==> src/verilog/prefetch_pkg.sv <==
////////////////////////////////////////////////////////////
// Shared types of the instruction prefetch buffer
// The bus is 32 bits wide and word aligned, so the two low
// address bits are always zero on the bus and at the output
////////////////////////////////////////////////////////////

`default_nettype none

package prefetch_pkg;

  // Width of an instruction address and of an instruction word
  parameter int unsigned AddrW = 32;

  typedef logic [AddrW-1:0] addr_t;

  // One response beat from the instruction bus
  typedef struct packed {
    logic  rvalid;
    addr_t rdata;
    logic  err;
  } mem_rsp_t;

  // One instruction word as handed to the core
  typedef struct packed {
    addr_t rdata;
    addr_t addr;
    logic  err;
  } fetch_out_t;

  // State of one outstanding-request slot
  // Pending means granted and still waiting for data, discard means the data is stale
  typedef struct packed {
    logic pending;
    logic discard;
  } slot_state_t;

endpackage

`default_nettype wire

==> src/verilog/fetch_request_ctrl.sv <==
////////////////////////////////////////////////////////////
// Request side of the prefetch buffer
// Fetch addresses only advance in whole words
// The next fetch address holds no valid value until the first branch
////////////////////////////////////////////////////////////

`timescale 1ns/1ns
`default_nettype none

module fetch_request_ctrl #(
  parameter int unsigned NumReqs = 2
) (
  input  logic                                    clk_i,
  input  logic                                    rst_ni,
  input  logic                                    req_i,
  input  logic                                    branch_i,
  input  prefetch_pkg::addr_t                     addr_i,
  input  logic                                    space_i,
  input  prefetch_pkg::slot_state_t [NumReqs-1:0] slots_i,
  input  logic                                    instr_gnt_i,
  output logic                                    instr_req_o,
  output prefetch_pkg::addr_t                     instr_addr_o,
  output logic [NumReqs-1:0]                      alloc_o,
  output logic                                    discard_req_o
);
  import prefetch_pkg::*;

  localparam int unsigned PtrW = (NumReqs > 1) ? $clog2(NumReqs) : 1;

  logic            valid_req_q;
  logic            valid_req;
  logic            new_req;
  logic            issue;
  logic            discard_req_d;
  logic            discard_req_q;
  logic [PtrW-1:0] wr_ptr_q;
  addr_t           stored_addr_q;
  addr_t           fetch_addr_q;
  addr_t           fetch_base;
  addr_t           instr_addr;

  ////////////////////////////////////////////////////////////
  // Request issue
  ////////////////////////////////////////////////////////////

  // A branch may issue even when the FIFO looks full, since the FIFO is flushed by it
  assign new_req = req_i & (space_i | branch_i) & ~slots_i[wr_ptr_q].pending;

  // A request that was not granted stays on the bus
  assign valid_req = valid_req_q | new_req;

  // A fresh request, as opposed to one still waiting for its grant
  assign issue = new_req & ~valid_req_q;

  // A held request was issued before the branch, so its data is already stale
  assign discard_req_d = valid_req_q & (branch_i | discard_req_q);

  always_ff @(posedge clk_i or negedge rst_ni) begin
    if (!rst_ni) begin
      valid_req_q   <= 1'b0;
      discard_req_q <= 1'b0;
      wr_ptr_q      <= '0;
    end else begin
      valid_req_q   <= valid_req & ~instr_gnt_i;
      discard_req_q <= discard_req_d;
      // Each grant takes the slot under the write pointer
      if (valid_req & instr_gnt_i) begin
        if (wr_ptr_q == PtrW'(NumReqs - 1)) begin
          wr_ptr_q <= '0;
        end else begin
          wr_ptr_q <= wr_ptr_q + 1'b1;
        end
      end
    end
  end

  ////////////////////////////////////////////////////////////
  // Fetch addresses
  ////////////////////////////////////////////////////////////

  // Keep the bus address of a request that goes ungranted
  always_ff @(posedge clk_i) begin
    if (issue & ~instr_gnt_i) begin
      stored_addr_q <= instr_addr;
    end
  end

  // Next fetch address, reloaded by a branch and stepped by a word per new request
  assign fetch_base = branch_i ? {addr_i[AddrW-1:2], 2'b00} : fetch_addr_q;

  always_ff @(posedge clk_i) begin
    if (branch_i | issue) begin
      fetch_addr_q <= fetch_base + (issue ? AddrW'(4) : AddrW'(0));
    end
  end

  // A held request wins over a branch so the bus address stays stable
  assign instr_addr = valid_req_q ? stored_addr_q :
                      branch_i    ? addr_i        :
                                    fetch_addr_q;

  assign instr_req_o   = valid_req;
  assign instr_addr_o  = {instr_addr[AddrW-1:2], 2'b00};
  assign discard_req_o = discard_req_d;

  // One-hot slot allocation in the cycle of the grant
  always_comb begin
    alloc_o = '0;
    if (valid_req & instr_gnt_i) begin
      alloc_o[wr_ptr_q] = 1'b1;
    end
  end

endmodule

`default_nettype wire

==> src/verilog/outstanding_slot.sv <==
////////////////////////////////////////////////////////////
// One outstanding-request slot
// Allocation and retirement never hit the same slot in one cycle
////////////////////////////////////////////////////////////

`timescale 1ns/1ns
`default_nettype none

module outstanding_slot (
  input  logic                      clk_i,
  input  logic                      rst_ni,
  input  logic                      alloc_i,
  input  logic                      discard_req_i,
  input  logic                      branch_i,
  input  logic                      retire_i,
  output prefetch_pkg::slot_state_t state_o
);
  import prefetch_pkg::*;

  slot_state_t state_d;
  slot_state_t state_q;

  always_comb begin
    state_d = state_q;
    if (alloc_i) begin
      // The grant may already be stale when a branch came while it was held
      state_d.pending = 1'b1;
      state_d.discard = discard_req_i;
    end else if (retire_i) begin
      // The response for this slot has arrived
      state_d = '0;
    end else if (branch_i && state_q.pending) begin
      // Data still in flight now belongs to the old instruction stream
      state_d.discard = 1'b1;
    end
  end

  always_ff @(posedge clk_i or negedge rst_ni) begin
    if (!rst_ni) begin
      state_q <= '0;
    end else begin
      state_q <= state_d;
    end
  end

  assign state_o = state_q;

endmodule

`default_nettype wire

==> src/verilog/fetch_fifo.sv <==
////////////////////////////////////////////////////////////
// Fetch FIFO, NumReqs entries deep, registered output
// Responses must arrive in request order
// A branch flushes it in the same cycle
////////////////////////////////////////////////////////////

`timescale 1ns/1ns
`default_nettype none

module fetch_fifo #(
  parameter int unsigned NumReqs = 2
) (
  input  logic                                    clk_i,
  input  logic                                    rst_ni,
  input  logic                                    branch_i,
  input  prefetch_pkg::addr_t                     addr_i,
  input  prefetch_pkg::mem_rsp_t                  rsp_i,
  input  prefetch_pkg::slot_state_t [NumReqs-1:0] slots_i,
  input  logic                                    ready_i,
  output logic                                    space_o,
  output logic [NumReqs-1:0]                      retire_o,
  output logic                                    valid_o,
  output prefetch_pkg::fetch_out_t                out_o
);
  import prefetch_pkg::*;

  localparam int unsigned PtrW = (NumReqs > 1) ? $clog2(NumReqs) : 1;
  localparam int unsigned CntW = $clog2(NumReqs + 1);

  logic [PtrW-1:0]    rd_slot_q;
  logic [PtrW-1:0]    head_q;
  logic [PtrW-1:0]    tail_q;
  logic [CntW-1:0]    cnt_q;
  logic [CntW-1:0]    pend_cnt;
  logic [CntW:0]      fill;
  logic               push;
  logic               pop;
  addr_t              head_addr_q;
  addr_t              data_q [NumReqs];
  logic [NumReqs-1:0] err_q;

  function automatic logic [PtrW-1:0] next_ptr(input logic [PtrW-1:0] ptr);
    if (ptr == PtrW'(NumReqs - 1)) begin
      return '0;
    end
    return ptr + 1'b1;
  endfunction

  ////////////////////////////////////////////////////////////
  // Slot retirement and space
  ////////////////////////////////////////////////////////////

  // Every response retires the oldest slot, whether its data is kept or not
  always_comb begin
    retire_o = '0;
    if (rsp_i.rvalid) begin
      retire_o[rd_slot_q] = 1'b1;
    end
  end

  // Granted requests still reserve an entry until their data returns
  always_comb begin
    pend_cnt = '0;
    for (int i = 0; i < NumReqs; i++) begin
      pend_cnt = pend_cnt + CntW'(slots_i[i].pending);
    end
  end

  assign fill    = {1'b0, cnt_q} + {1'b0, pend_cnt};
  assign space_o = fill < (CntW + 1)'(NumReqs);

  // Data of a stale request, or one arriving with a branch, never enters
  assign push    = rsp_i.rvalid & ~slots_i[rd_slot_q].discard & ~branch_i;
  assign valid_o = cnt_q != '0;
  assign pop     = valid_o & ready_i;

  always_ff @(posedge clk_i or negedge rst_ni) begin
    if (!rst_ni) begin
      rd_slot_q <= '0;
      head_q    <= '0;
      tail_q    <= '0;
      cnt_q     <= '0;
    end else begin
      if (rsp_i.rvalid) begin
        rd_slot_q <= next_ptr(rd_slot_q);
      end
      if (branch_i) begin
        head_q <= '0;
        tail_q <= '0;
        cnt_q  <= '0;
      end else begin
        if (push) begin
          tail_q <= next_ptr(tail_q);
        end
        if (pop) begin
          head_q <= next_ptr(head_q);
        end
        if (push && !pop) begin
          cnt_q <= cnt_q + 1'b1;
        end else if (pop && !push) begin
          cnt_q <= cnt_q - 1'b1;
        end
      end
    end
  end

  ////////////////////////////////////////////////////////////
  // Storage and head address
  ////////////////////////////////////////////////////////////

  always_ff @(posedge clk_i) begin
    if (push) begin
      data_q[tail_q] <= rsp_i.rdata;
      err_q[tail_q]  <= rsp_i.err;
    end
  end

  // Address of the oldest word, stepped once per word handed out
  always_ff @(posedge clk_i) begin
    if (branch_i) begin
      head_addr_q <= {addr_i[AddrW-1:2], 2'b00};
    end else if (pop) begin
      head_addr_q <= head_addr_q + AddrW'(4);
    end
  end

  always_comb begin
    out_o.rdata = data_q[head_q];
    out_o.addr  = head_addr_q;
    out_o.err   = err_q[head_q];
  end

endmodule

`default_nettype wire

==> src/verilog/prefetch_buffer.sv <==
////////////////////////////////////////////////////////////
// Instruction prefetch buffer, top level
// The core must branch once after reset before it fetches
// NumReqs sets both the outstanding requests and the FIFO depth
////////////////////////////////////////////////////////////

`timescale 1ns/1ns
`default_nettype none

module prefetch_buffer #(
  parameter int unsigned NumReqs = 2
) (
  input  logic                     clk_i,
  input  logic                     rst_ni,
  input  logic                     req_i,
  input  logic                     branch_i,
  input  prefetch_pkg::addr_t      addr_i,
  input  logic                     ready_i,
  output logic                     valid_o,
  output prefetch_pkg::fetch_out_t out_o,
  output logic                     instr_req_o,
  output prefetch_pkg::addr_t      instr_addr_o,
  input  logic                     instr_gnt_i,
  input  prefetch_pkg::mem_rsp_t   rsp_i,
  output logic                     busy_o
);
  import prefetch_pkg::*;

  slot_state_t [NumReqs-1:0] slots;
  logic [NumReqs-1:0]        alloc;
  logic [NumReqs-1:0]        retire;
  logic [NumReqs-1:0]        pending;
  logic                      space;
  logic                      discard_req;

  ////////////////////////////////////////////////////////////
  // Request control
  ////////////////////////////////////////////////////////////

  fetch_request_ctrl #(
    .NumReqs (NumReqs)
  ) request_ctrl_i (
    .clk_i         (clk_i),
    .rst_ni        (rst_ni),
    .req_i         (req_i),
    .branch_i      (branch_i),
    .addr_i        (addr_i),
    .space_i       (space),
    .slots_i       (slots),
    .instr_gnt_i   (instr_gnt_i),
    .instr_req_o   (instr_req_o),
    .instr_addr_o  (instr_addr_o),
    .alloc_o       (alloc),
    .discard_req_o (discard_req)
  );

  // Slots form a ring, filled at the write pointer and drained at the read pointer
  for (genvar i = 0; i < NumReqs; i++) begin : g_slots
    outstanding_slot slot_i (
      .clk_i         (clk_i),
      .rst_ni        (rst_ni),
      .alloc_i       (alloc[i]),
      .discard_req_i (discard_req),
      .branch_i      (branch_i),
      .retire_i      (retire[i]),
      .state_o       (slots[i])
    );
    assign pending[i] = slots[i].pending;
  end

  ////////////////////////////////////////////////////////////
  // Fetch FIFO
  ////////////////////////////////////////////////////////////

  fetch_fifo #(
    .NumReqs (NumReqs)
  ) fifo_i (
    .clk_i    (clk_i),
    .rst_ni   (rst_ni),
    .branch_i (branch_i),
    .addr_i   (addr_i),
    .rsp_i    (rsp_i),
    .slots_i  (slots),
    .ready_i  (ready_i),
    .space_o  (space),
    .retire_o (retire),
    .valid_o  (valid_o),
    .out_o    (out_o)
  );

  // Busy while a request sits on the bus or any data is still owed
  assign busy_o = instr_req_o | (|pending);

endmodule

`default_nettype wire

==> config.mk <==
export PLATFORM = sky130hd
export DESIGN_NAME = prefetch_buffer
export DESIGN_NICKNAME = d
export VERILOG_FILES = /design/src/verilog/prefetch_pkg.sv /design/src/verilog/fetch_request_ctrl.sv /design/src/verilog/outstanding_slot.sv /design/src/verilog/fetch_fifo.sv /design/src/verilog/prefetch_buffer.sv
export SDC_FILE = /design/constraint.sdc
export NUM_CORES = 1
export LEC_CHECK = 0
export BUFFER_PORTS_ARGS = -buffer_cell sky130_fd_sc_hd__buf_2
export CORE_ASPECT_RATIO = 1.75
export CORE_MARGIN = 10
export CORE_UTILIZATION = 60
export CTS_CLUSTER_DIAMETER = 50
export DETAILED_ROUTE_END_ITERATION = 7
export PLACE_DENSITY = 0.86
export SETUP_SLACK_MARGIN = 0.2
export SYNTH_ARGS = -nofsm -noshare
export SYNTH_HDL_FRONTEND = slang
export SYNTH_HIERARCHICAL = 1
export SYNTH_SLANG_ARGS = --single-unit
export TNS_END_PERCENT = 10
==> constraint.sdc <==
create_clock -name clk_i -period 11.8 [get_ports clk_i]
set_clock_uncertainty 0.05 [all_clocks]
set_input_delay 2.95 -clock clk_i [delete_from_list [all_inputs] [get_ports clk_i]]
set_output_delay 2.95 -clock clk_i [all_outputs]
set_load 0.05 [all_outputs]
== Yosys cells after proc, flatten, opt, wreduce, memory -nomap -nowiden ==
Memory sizes are Yosys's and may differ from the RTL's.
Cells that the tools add are included.

* $add $sub $neg: 10
* $mul: 0
* Divide/modulo/power cells: 0
* $lt $le $gt $ge: 8
* Equality and inequality tests: 0
* Shift-type cells: 0
* Muxes and demuxes: 53
* Bitwise operators: 20
* Reduce and logical (&&, ||, !) cells: 19

{| class="wikitable"
|+ Operators by type and width
! operator !! number
|-
| 2-to-1 mux 32 bit || 5
|-
| 2-to-1 mux 1 bit || 34
|-
| adder 32 x 3 -> 32 bit (second input constant) || 1
|-
| adder 32 bit || 1
|-
| 2-to-1 mux 2 bit || 9
|-
| bitwise AND 1 bit || 10
|-
| nonzero test 2 bit || 5
|-
| nonzero test 3 bit || 3
|-
| less-than comparator 1 x 2 -> 1 bit (second input constant) || 4
|-
| logical AND 1 bit || 7
|-
| inverter 1 bit || 5
|-
| bitwise OR 1 bit || 5
|-
| adder 1 bit (second input constant) || 4
|-
| adder 2 x 2 -> 3 bit || 1
|-
| demux 1 bit (select 1 bit) || 3
|-
| >= comparator 1 bit (second input constant) || 3
|-
| less-than comparator 3 x 2 -> 1 bit (second input constant) || 1
|-
| 2-to-1 mux 3 bit || 1
|-
| adder 1 x 1 -> 2 bit || 1
|-
| adder 2 x 1 -> 2 bit (second input constant) || 1
|-
| bitwise mux 2 bit || 1
|-
| zero test 1 bit || 2
|-
| AND reduction 2 bit || 1
|-
| OR reduction 2 bit || 1
|-
| subtractor 2 x 1 -> 2 bit (second input constant) || 1
|}

* Flip-flop bits (word level): 110
* Bits in latches: 0
* Memory bits (writable): 64
* ROM bits: 0
* Input port bits: 72
* Output and inout bits: 100
* Word-level logic and storage cells: 128
* Memories: 1

{| class="wikitable"
|+ Memories
! memory !! words !! width !! read ports !! clocked after memory_dff !! write ports !! RTL line !! source
|-
| fifo_i.data_q || 2 || 32 || 1 || 0 || 1 || fetch_fifo.sv:39 || <nowiki>addr_t data_q [NumReqs];</nowiki>
|}

== Depth between registers and ports, before layout ==
Gate-level depths: netlist of the first run.

* Depth in word-level cells: 10
* Gate-level depth with buffers: 14
* Mapped depth without buffers: 12

== Hierarchy ==
Netlist of the first run, hierarchy kept.

{| class="wikitable"
|+ Modules (own cells, without submodules)
! module !! times used !! cells each !! area an instance (µm²) !! seq. area each (µm²)
|-
| fetch_fifo || 1 || 327 || 4510.6 || 3007.9
|-
| fetch_request_ctrl || 1 || 313 || 3708.6 || 1876.8
|-
| outstanding_slot || 2 || 7 || 83.8 || 50.0
|-
| prefetch_buffer || 1 || 1 || 6.3 || 0.0
|}

== Worst setup path before layout of the first run ==
Ideal clock, no wire load.

* Path kind: input-to-output
* From: input port branch_i
* To: output port instr_addr_o[4]
* Arrival: 4.951 ns
* Required time: 8.800 ns
* Path slack: 3.849 ns
* Stages: 7
* Path buffers: 5
* Cells stage by stage: buf_6 buf_6 buf_6 buf_2 buf_2 mux2i_1 o21ai_0

* Cells in the longest elaborated chain, start to end: 2

{| class="wikitable"
|+ Ends and longest elaborated chain
! what !! RTL line !! source
|-
| start, declared || prefetch_buffer.sv:16 || <nowiki>input logic branch_i,</nowiki>
|-
| 2-to-1 mux 32 bit || fetch_request_ctrl.sv:99 || <nowiki>branch_i ? addr_i :</nowiki>
|-
| 2-to-1 mux 32 bit || fetch_request_ctrl.sv:98 || <nowiki>assign instr_addr = valid_req_q ? stored_addr_q :</nowiki>
|-
| end, declared || prefetch_buffer.sv:22 || <nowiki>output prefetch_pkg::addr_t instr_addr_o,</nowiki>
|}

No other way between the ends.

== Final worst setup path of the first run ==
* From: input port branch_i
* To: output port instr_addr_o[20]

Same word-level chain as after synthesis.

==> results of run 1 <==
## Yosys cell counts (5+ instances only)
library cell / count
edfxtp_1: 156
nand4_1: 14
nand3b_1: 10
or4_1: 11
nand2_1: 47
nand3_1: 29
clkbuf_1: 15
and3_1: 12
o21ai_0: 22
xnor2_1: 17
o31ai_1: 11
buf_6: 5
buf_1: 5
inv_1: 29
nor2b_1: 12
mux2i_1: 42
a31oi_1: 15
buf_4: 5
and4_1: 5
xor2_1: 29
mux2_2: 47
a21oi_1: 11
dfrtp_1: 12
nor2_1: 26
## layout make-up
| type | count | area, um2 | area share (%) |
|---|---|---|---|
| antenna | 1 | 2.502 | 0.02493 |
| clock buffer | 17 | 425.4 | 4.239 |
| clock inverter | 15 | 259.0 | 2.581 |
| inverter | 29 | 108.9 | 1.085 |
| multi-input combinational | 426 | 3131 | 31.19 |
| sequential | 168 | 4985 | 49.67 |
| tap | 177 | 221.5 | 2.207 |
| timing repair buffer | 175 | 903.4 | 9.001 |
## per-stage QoR
step	hold slack (ns)	utilization [%]	power, mW	std cells	worst slack (ns)
after floorplan	0.4203	-	1.407	657	3.849
after global placement	0.4440	67.57	1.559	975	3.892
after detailed placement	0.4695	67.57	1.587	975	3.856
after CTS	0.4831	72.52	2.229	1007	3.845
after global routing	0.4941	72.54	2.305	1008	3.669
final	0.4870	72.54	2.210	1008	3.794
## layout by cell type (no fill, tap or decap), types with 4 or more instances in the layout
cell | Yosys | layout
a21oi_1 | 11 | 11
a31oi_1 | 15 | 15
a32o_1 | 4 | 4
and2_1 | 4 | 4
and3_1 | 12 | 12
and4_1 | 5 | 5
buf_2 | 3 | 164
buf_4 | 5 | 11
bufinv_16 | 0 | 6
clkbuf_16 | 0 | 17
conb_1 | 2 | 4
dfrtp_1 | 12 | 12
edfxtp_1 | 156 | 156
ha_1 | 4 | 4
inv_1 | 29 | 29
inv_6 | 0 | 4
mux2_2 | 47 | 47
mux2i_1 | 42 | 42
nand2_1 | 47 | 47
nand3_1 | 29 | 29
nand3b_1 | 10 | 10
nand4_1 | 14 | 14
nor2_1 | 26 | 25
nor2b_1 | 12 | 12
o21ai_0 | 22 | 22
o31ai_1 | 11 | 11
or3_1 | 4 | 4
or4_1 | 11 | 11
xnor2_1 | 17 | 17
xor2_1 | 29 | 29
## power groups by stage
stage	clock network [mW]	registers, mW	logic, mW
after floorplan	0	0.905	0.502
after global placement	0	0.857	0.702
after detailed placement	0	0.867	0.720
after CTS	0.650	0.856	0.723
after global routing	0.673	0.870	0.762
final	0.636	0.858	0.716
## sequential cells by signal, summed over array words and instances, names as in the netlist
signal / cells
g_slots.slot_i/state_o: 4
request_ctrl_i/wr_ptr_q: 1
fifo_i/tail_q: 1
request_ctrl_i/valid_req_q: 1
request_ctrl_i/fetch_addr_q: 30
request_ctrl_i/stored_addr_q: 30
fifo_i/cnt_q: 2
fifo_i/rd_slot_q: 1
fifo_i/head_q: 1
fifo_i/head_addr_q: 30
fifo_i/err_q: 2
fifo_i/data_q: 64
request_ctrl_i/discard_req_q: 1
## worst max-delay path by stage
stage / from / to / slack, ns / cells after the start
after global routing: branch_i / instr_addr_o[20] / 3.67 / 5
after detailed placement: branch_i / instr_addr_o[20] / 3.86 / 5
after floorplan: branch_i / instr_addr_o[4] / 3.85 / 7
final: branch_i / instr_addr_o[20] / 3.79 / 5
after CTS: branch_i / instr_addr_o[20] / 3.85 / 5
after global placement: branch_i / instr_addr_o[20] / 3.89 / 5
## layer usage
| layer | share of wire [%] | vias to the layer above | wire length [um] |
|---|---|---|---|
| met2 | 53 | 251 | 10720 |
| met5 | 0 | - | 0 |
| met4 | 2.8 | 0 | 578 |
| met3 | 7.2 | 41 | 1466 |
| met1 | 37 | 2869 | 7633 |
| li1 | - | 2786 | - |
## kinds of logic after synthesis
kind of cell,share of synthesized area [%]
muxes,11.31
other,0.08948
adders and majority gates,0.5963
buffers and inverters,3.548
xor gates and xnor gates,4.800
and+or+nand+nor,13.01
DFF,59.39
AOI/OAI and AO/OA,7.245
==> impl_results.md, run 1 <==
- Final #Nets: 893
- Post-synth top flop: edfxtp_1
- Layout cell share with drive strength beyond 1: 32.77%
- Max_cap viols: 0
- First-pass GRT wire length: 32.13 mm
- Met2 usage: 36.30%
- Placed inst area: 9349 um2
- Initial core utilization: 60.66%
- H-tree depth: 4
- Cell family with most CP delay: buffers and inverters
- Synth Register Bits: 168
- Cell Rows: 57
- Input/output buffers: 165
- DP Wirelength: 15.29 mm
- Clock slew at reported path FFs: 0.07 ns
- Critical path arrival: 5.01 ns
- Gp weighted congestion: 0.8470
- Hold Path End: request_ctrl_i/discard_req_q
- Async set-or-reset flop fraction in the synthesized netlist: 7.143%
- Layout fillers: 933
- Via count: 5947
- Largest net degree at the start of global routing: 96
- CTS Buf Count: 17
- Slowest cell on crit path: buf_4
- Net Sw Power: 820.7 uW
- Register area share after synthesis: 59.39%
- Clk sinks: 168
- Reg-to-Reg Start: g_slots[0].slot_i/state_o[1]
- Die span in y: 176.5 um
- Setup slack, reg-to-reg: 8.08 ns
- Sequential power share: 38.8%
- TritonCTS clock tree: done
- Power per Cell Area: 220.2 nW/um2
- Hold path cells: 1
- GRT Residual Overflow: 0
- Vias in the first global route: 6190
- GRT Max-Usage Layer: met2
- DR iter-0 viols: 435
- # DRC: 0
- R2r endpoint: request_ctrl_i/fetch_addr_q[24]
- Worst path cell trace: buf_4, buf_4, mux2i_1, mux2i_1, buf_2
- CP Data Required Time: 8.80 ns
- Max-slew violation count: 0
- Syn Area/Cell: 12.81 um2
- Setup TNS: 0 ns
- WP buf/inv: 3
- Clock power frac: 28.8%
- Int Pwr: 1.390 mW
- RSZ-0062 raised after global routing: no
- Syn Inst Count: 655
- I/O pins: 172
- Postcts setup bufs: 0
- CP Max Fanout: 95
- Area share of the leading cell type in the synthesized netlist: 55.81%
- Synth area leader: edfxtp_1
- Post-route cell area: 10040 um2
- R2R cell count: 13
- Switching share of total power: 37.13%
- Maximum operating frequency: 124.9 MHz
- Initial antenna violation count: 1
- Gr usage total: 20.99%
- Met3 Use GR: 5.367%
- Synthesized area: 8393 um2
- Tcrit/Tclk final: 67.85%
- Hold Startpoint: request_ctrl_i/discard_req_q
- CP Capture Type: output port
- Crit-path max cell delay: 0.75 ns
- Synth warn: 6
- Met1 Use GR: 23.82%
- Cts repair resizes: 0
- Type of origin of the critical path: input port
- Final setup vio count: 0
- Routed WL: 20.40 mm
- DIE AREA: 19310 um2
- Clk Latency, worst-skew pair: 0.41 ns
- Max-slew headroom: 38.02%
- Synthesis-to-layout area growth: 19.57%
- Leak Pwr: 3.885 nW
- Vias per inst: 5.900
- Maximum root-to-sink buffer count: 2
- # hold bufs at CTS: 0
- Setup CP Type: input port to output port
- Comb pwr share: 32.4%
- Slew @ Worst Pin: 0.9296 ns
- EDFF count, synth: 156
- Final ANT Viol Nets: 0
- Status: finished, final reports clean
- VDD IR max: 0.1522 mV
- Die width: 109.4 um
- Fin crit period: 8.006 ns
- Top post-synthesis cells by area: edfxtp_1 56%, mux2_2 6.3%, mux2i_1 5.0%
- Final hold vios: 0
- Root buffer cell: clkbuf_16
- Worst min path class: flop to flop
- Yosys cell types: 61
- DR pass1 iterations: 5
- Core area: 13840 um2
- WL/cell: 20.23 um
No activity file was read; power rests on OpenSTA's default activity.
==> inputs of run 2 (changes only) <==
Settings changed: CORE_UTILIZATION 60 to 55, PLACE_DENSITY 0.86 to 0.8.
Clock period 11.8 ns to 7.85 ns, I/O delays scaled along.
==> run 2 against run 1 <==
Effect of this change: critical path depth unchanged; highest routed layer unchanged; combinational power increased by 51%; sequential cell count unchanged; sequential share of layout area increased by 0.48 points.
==> impl_results.md, run 2 (synthesis gave the netlist of run 1 again) <==
- First-pass GRT wire length: 32.20 mm
- DIE AREA: 20800 um2
- Setup CP Type: input port to output port
- Gp weighted congestion: 0.8321
- # DRC: 0
- Final cell count without fillers: 1014
- Leak Pwr: 3.835 nW
- GRT Residual Overflow: 0
- CTS Buf Count: 17
- Max_cap viols: 0
- Synthesis-to-layout area growth: 18.44%
- Die width: 113.4 um
- Storage cell area: 4985 um2
- DP Wirelength: 15.47 mm
- Die span in y: 183.4 um
- Final hold vios: 0
- Worst min path class: flop to flop
- Fin crit period: 5.781 ns
- TritonCTS clock tree: done
- Clock slew at reported path FFs: 0.06 ns
- Total power draw: 3.172 mW
- Maximum root-to-sink buffer count: 2
- Initial core utilization: 56.28%
- Placed inst area: 9356 um2
- Tcrit/Tclk final: 73.64%
- Commonest non-fill, non-tap cell in the layout: buf_2
- Via count: 5941
- WL/cell: 20.06 um
- Power per Cell Area: 319.1 nW/um2
- # placed instances: 981
- Clk Latency, worst-skew pair: 0.43 ns
- # hold bufs at CTS: 0
- Max-slew headroom: 35.57%
- Cell Rows: 59
- VDD IR max: 0.2047 mV
- Status: finished, final reports clean
- Layout cell share with drive strength beyond 1: 32.65%
- Clk sinks: 168
- Routed WL: 20.34 mm
- Initial antenna violation count: 1
- Worst setup margin: 2.069 ns
- Max FFs per register: 64
- Postcts setup bufs: 0
- Vias in the first global route: 6175
- Critical path arrival: 3.77 ns
- Slew @ Worst Pin: 0.9664 ns
- Post-route cell area: 9941 um2
- Vias per inst: 5.859
- Root buffer cell: clkbuf_16
- Setup TNS: 0 ns
- Input/output buffers: 165
- Core area: 14910 um2
- Final ANT Viol Nets: 0
- Type of origin of the critical path: input port
- CP Data Required Time: 5.84 ns
- CP Max Fanout: 94
- Layout fillers: 1145
- RSZ-0062 raised after global routing: no
- DP Worst Slack: 2.066 ns
- Max-slew violation count: 0
- CP Capture Type: output port
- DR pass1 iterations: 7
- Gr usage total: 19.27%
- Final setup vio count: 0
- Area of the multi-input gates: 3131 um2
- Setup slack, reg-to-reg: 4.14 ns
- Cts repair resizes: 0
- Final #Nets: 893
- Most frequent cells in the layout: 164 x buf_2, 156 x edfxtp_1, 47 x mux2_2, 47 x nand2_1, 42 x mux2i_1
- I/O pins: 172
- H-tree depth: 4
- Largest Register: fifo_i/data_q
- Largest net degree at the start of global routing: 95
- Maximum operating frequency: 173.0 MHz
- DR iter-0 viols: 378
[run 2: changes by cell type in the layout (fill, tap and decap cells not counted), sizes merged]
cell / previous run / this run
bufinv: 6 / 1
clkinv: 2 / 6
clkbuf: 17 / 19
inv: 35 / 34
[run 2: cell type report]
| cell class | instances | area share [%] |
|---|---|---|
| clock inverter | 13 | 1.397 |
| inverter | 29 | 1.095 |
| multi-input combinational | 426 | 31.49 |
| tap | 183 | 2.303 |
| sequential | 168 | 50.14 |
| clock buffer | 19 | 4.456 |
| timing repair buffer | 175 | 9.087 |
| antenna | 1 | 0.02517 |
[run 2: where the power goes]
group          internal [mW]  switching, mW
registers               1.19         0.0975
logic                  0.295          0.783
clock network          0.456          0.353
total                   1.94           1.23
[run 2: metal layers]
| layer | track usage, % | routed length, um |
|---|---|---|
| met2 | 32.61 | 10340 |
| met4 | 9.582 | 714 |
| met3 | 4.739 | 1343 |
| met5 | 0 | 0 |
| met1 | 22.12 | 7941 |
[run 2: path summary, 6_finish.rpt]
path	start	to	cells past startpoint
min in group asynchronous	rst_ni	request_ctrl_i/wr_ptr_q	1
setup reg to reg	g_slots[0].slot_i/state_o[1]	request_ctrl_i/fetch_addr_q[24]	13
setup / recovery	branch_i	instr_addr_o[8]	5
max in group asynchronous	rst_ni	fifo_i/head_q	1
hold reg to reg	request_ctrl_i/discard_req_q	request_ctrl_i/discard_req_q	1
hold / removal	request_ctrl_i/discard_req_q	request_ctrl_i/discard_req_q	1
[run 2: through the flow]
stage | utilization, % | hold slack, ns
final | 66.66 | 0.4713
after global routing | 66.66 | 0.4818
after CTS | 66.65 | 0.4751
after detailed placement | 62.75 | 0.4587
after global placement | 62.75 | 0.4467
after floorplan | - | 0.4203
[run 2: worst max-delay path, cell delays in order]
cell,delay (ns)
buf_4,0.70
buf_4,0.38
mux2i_1,0.32
mux2i_1,0.13
buf_2,0.24
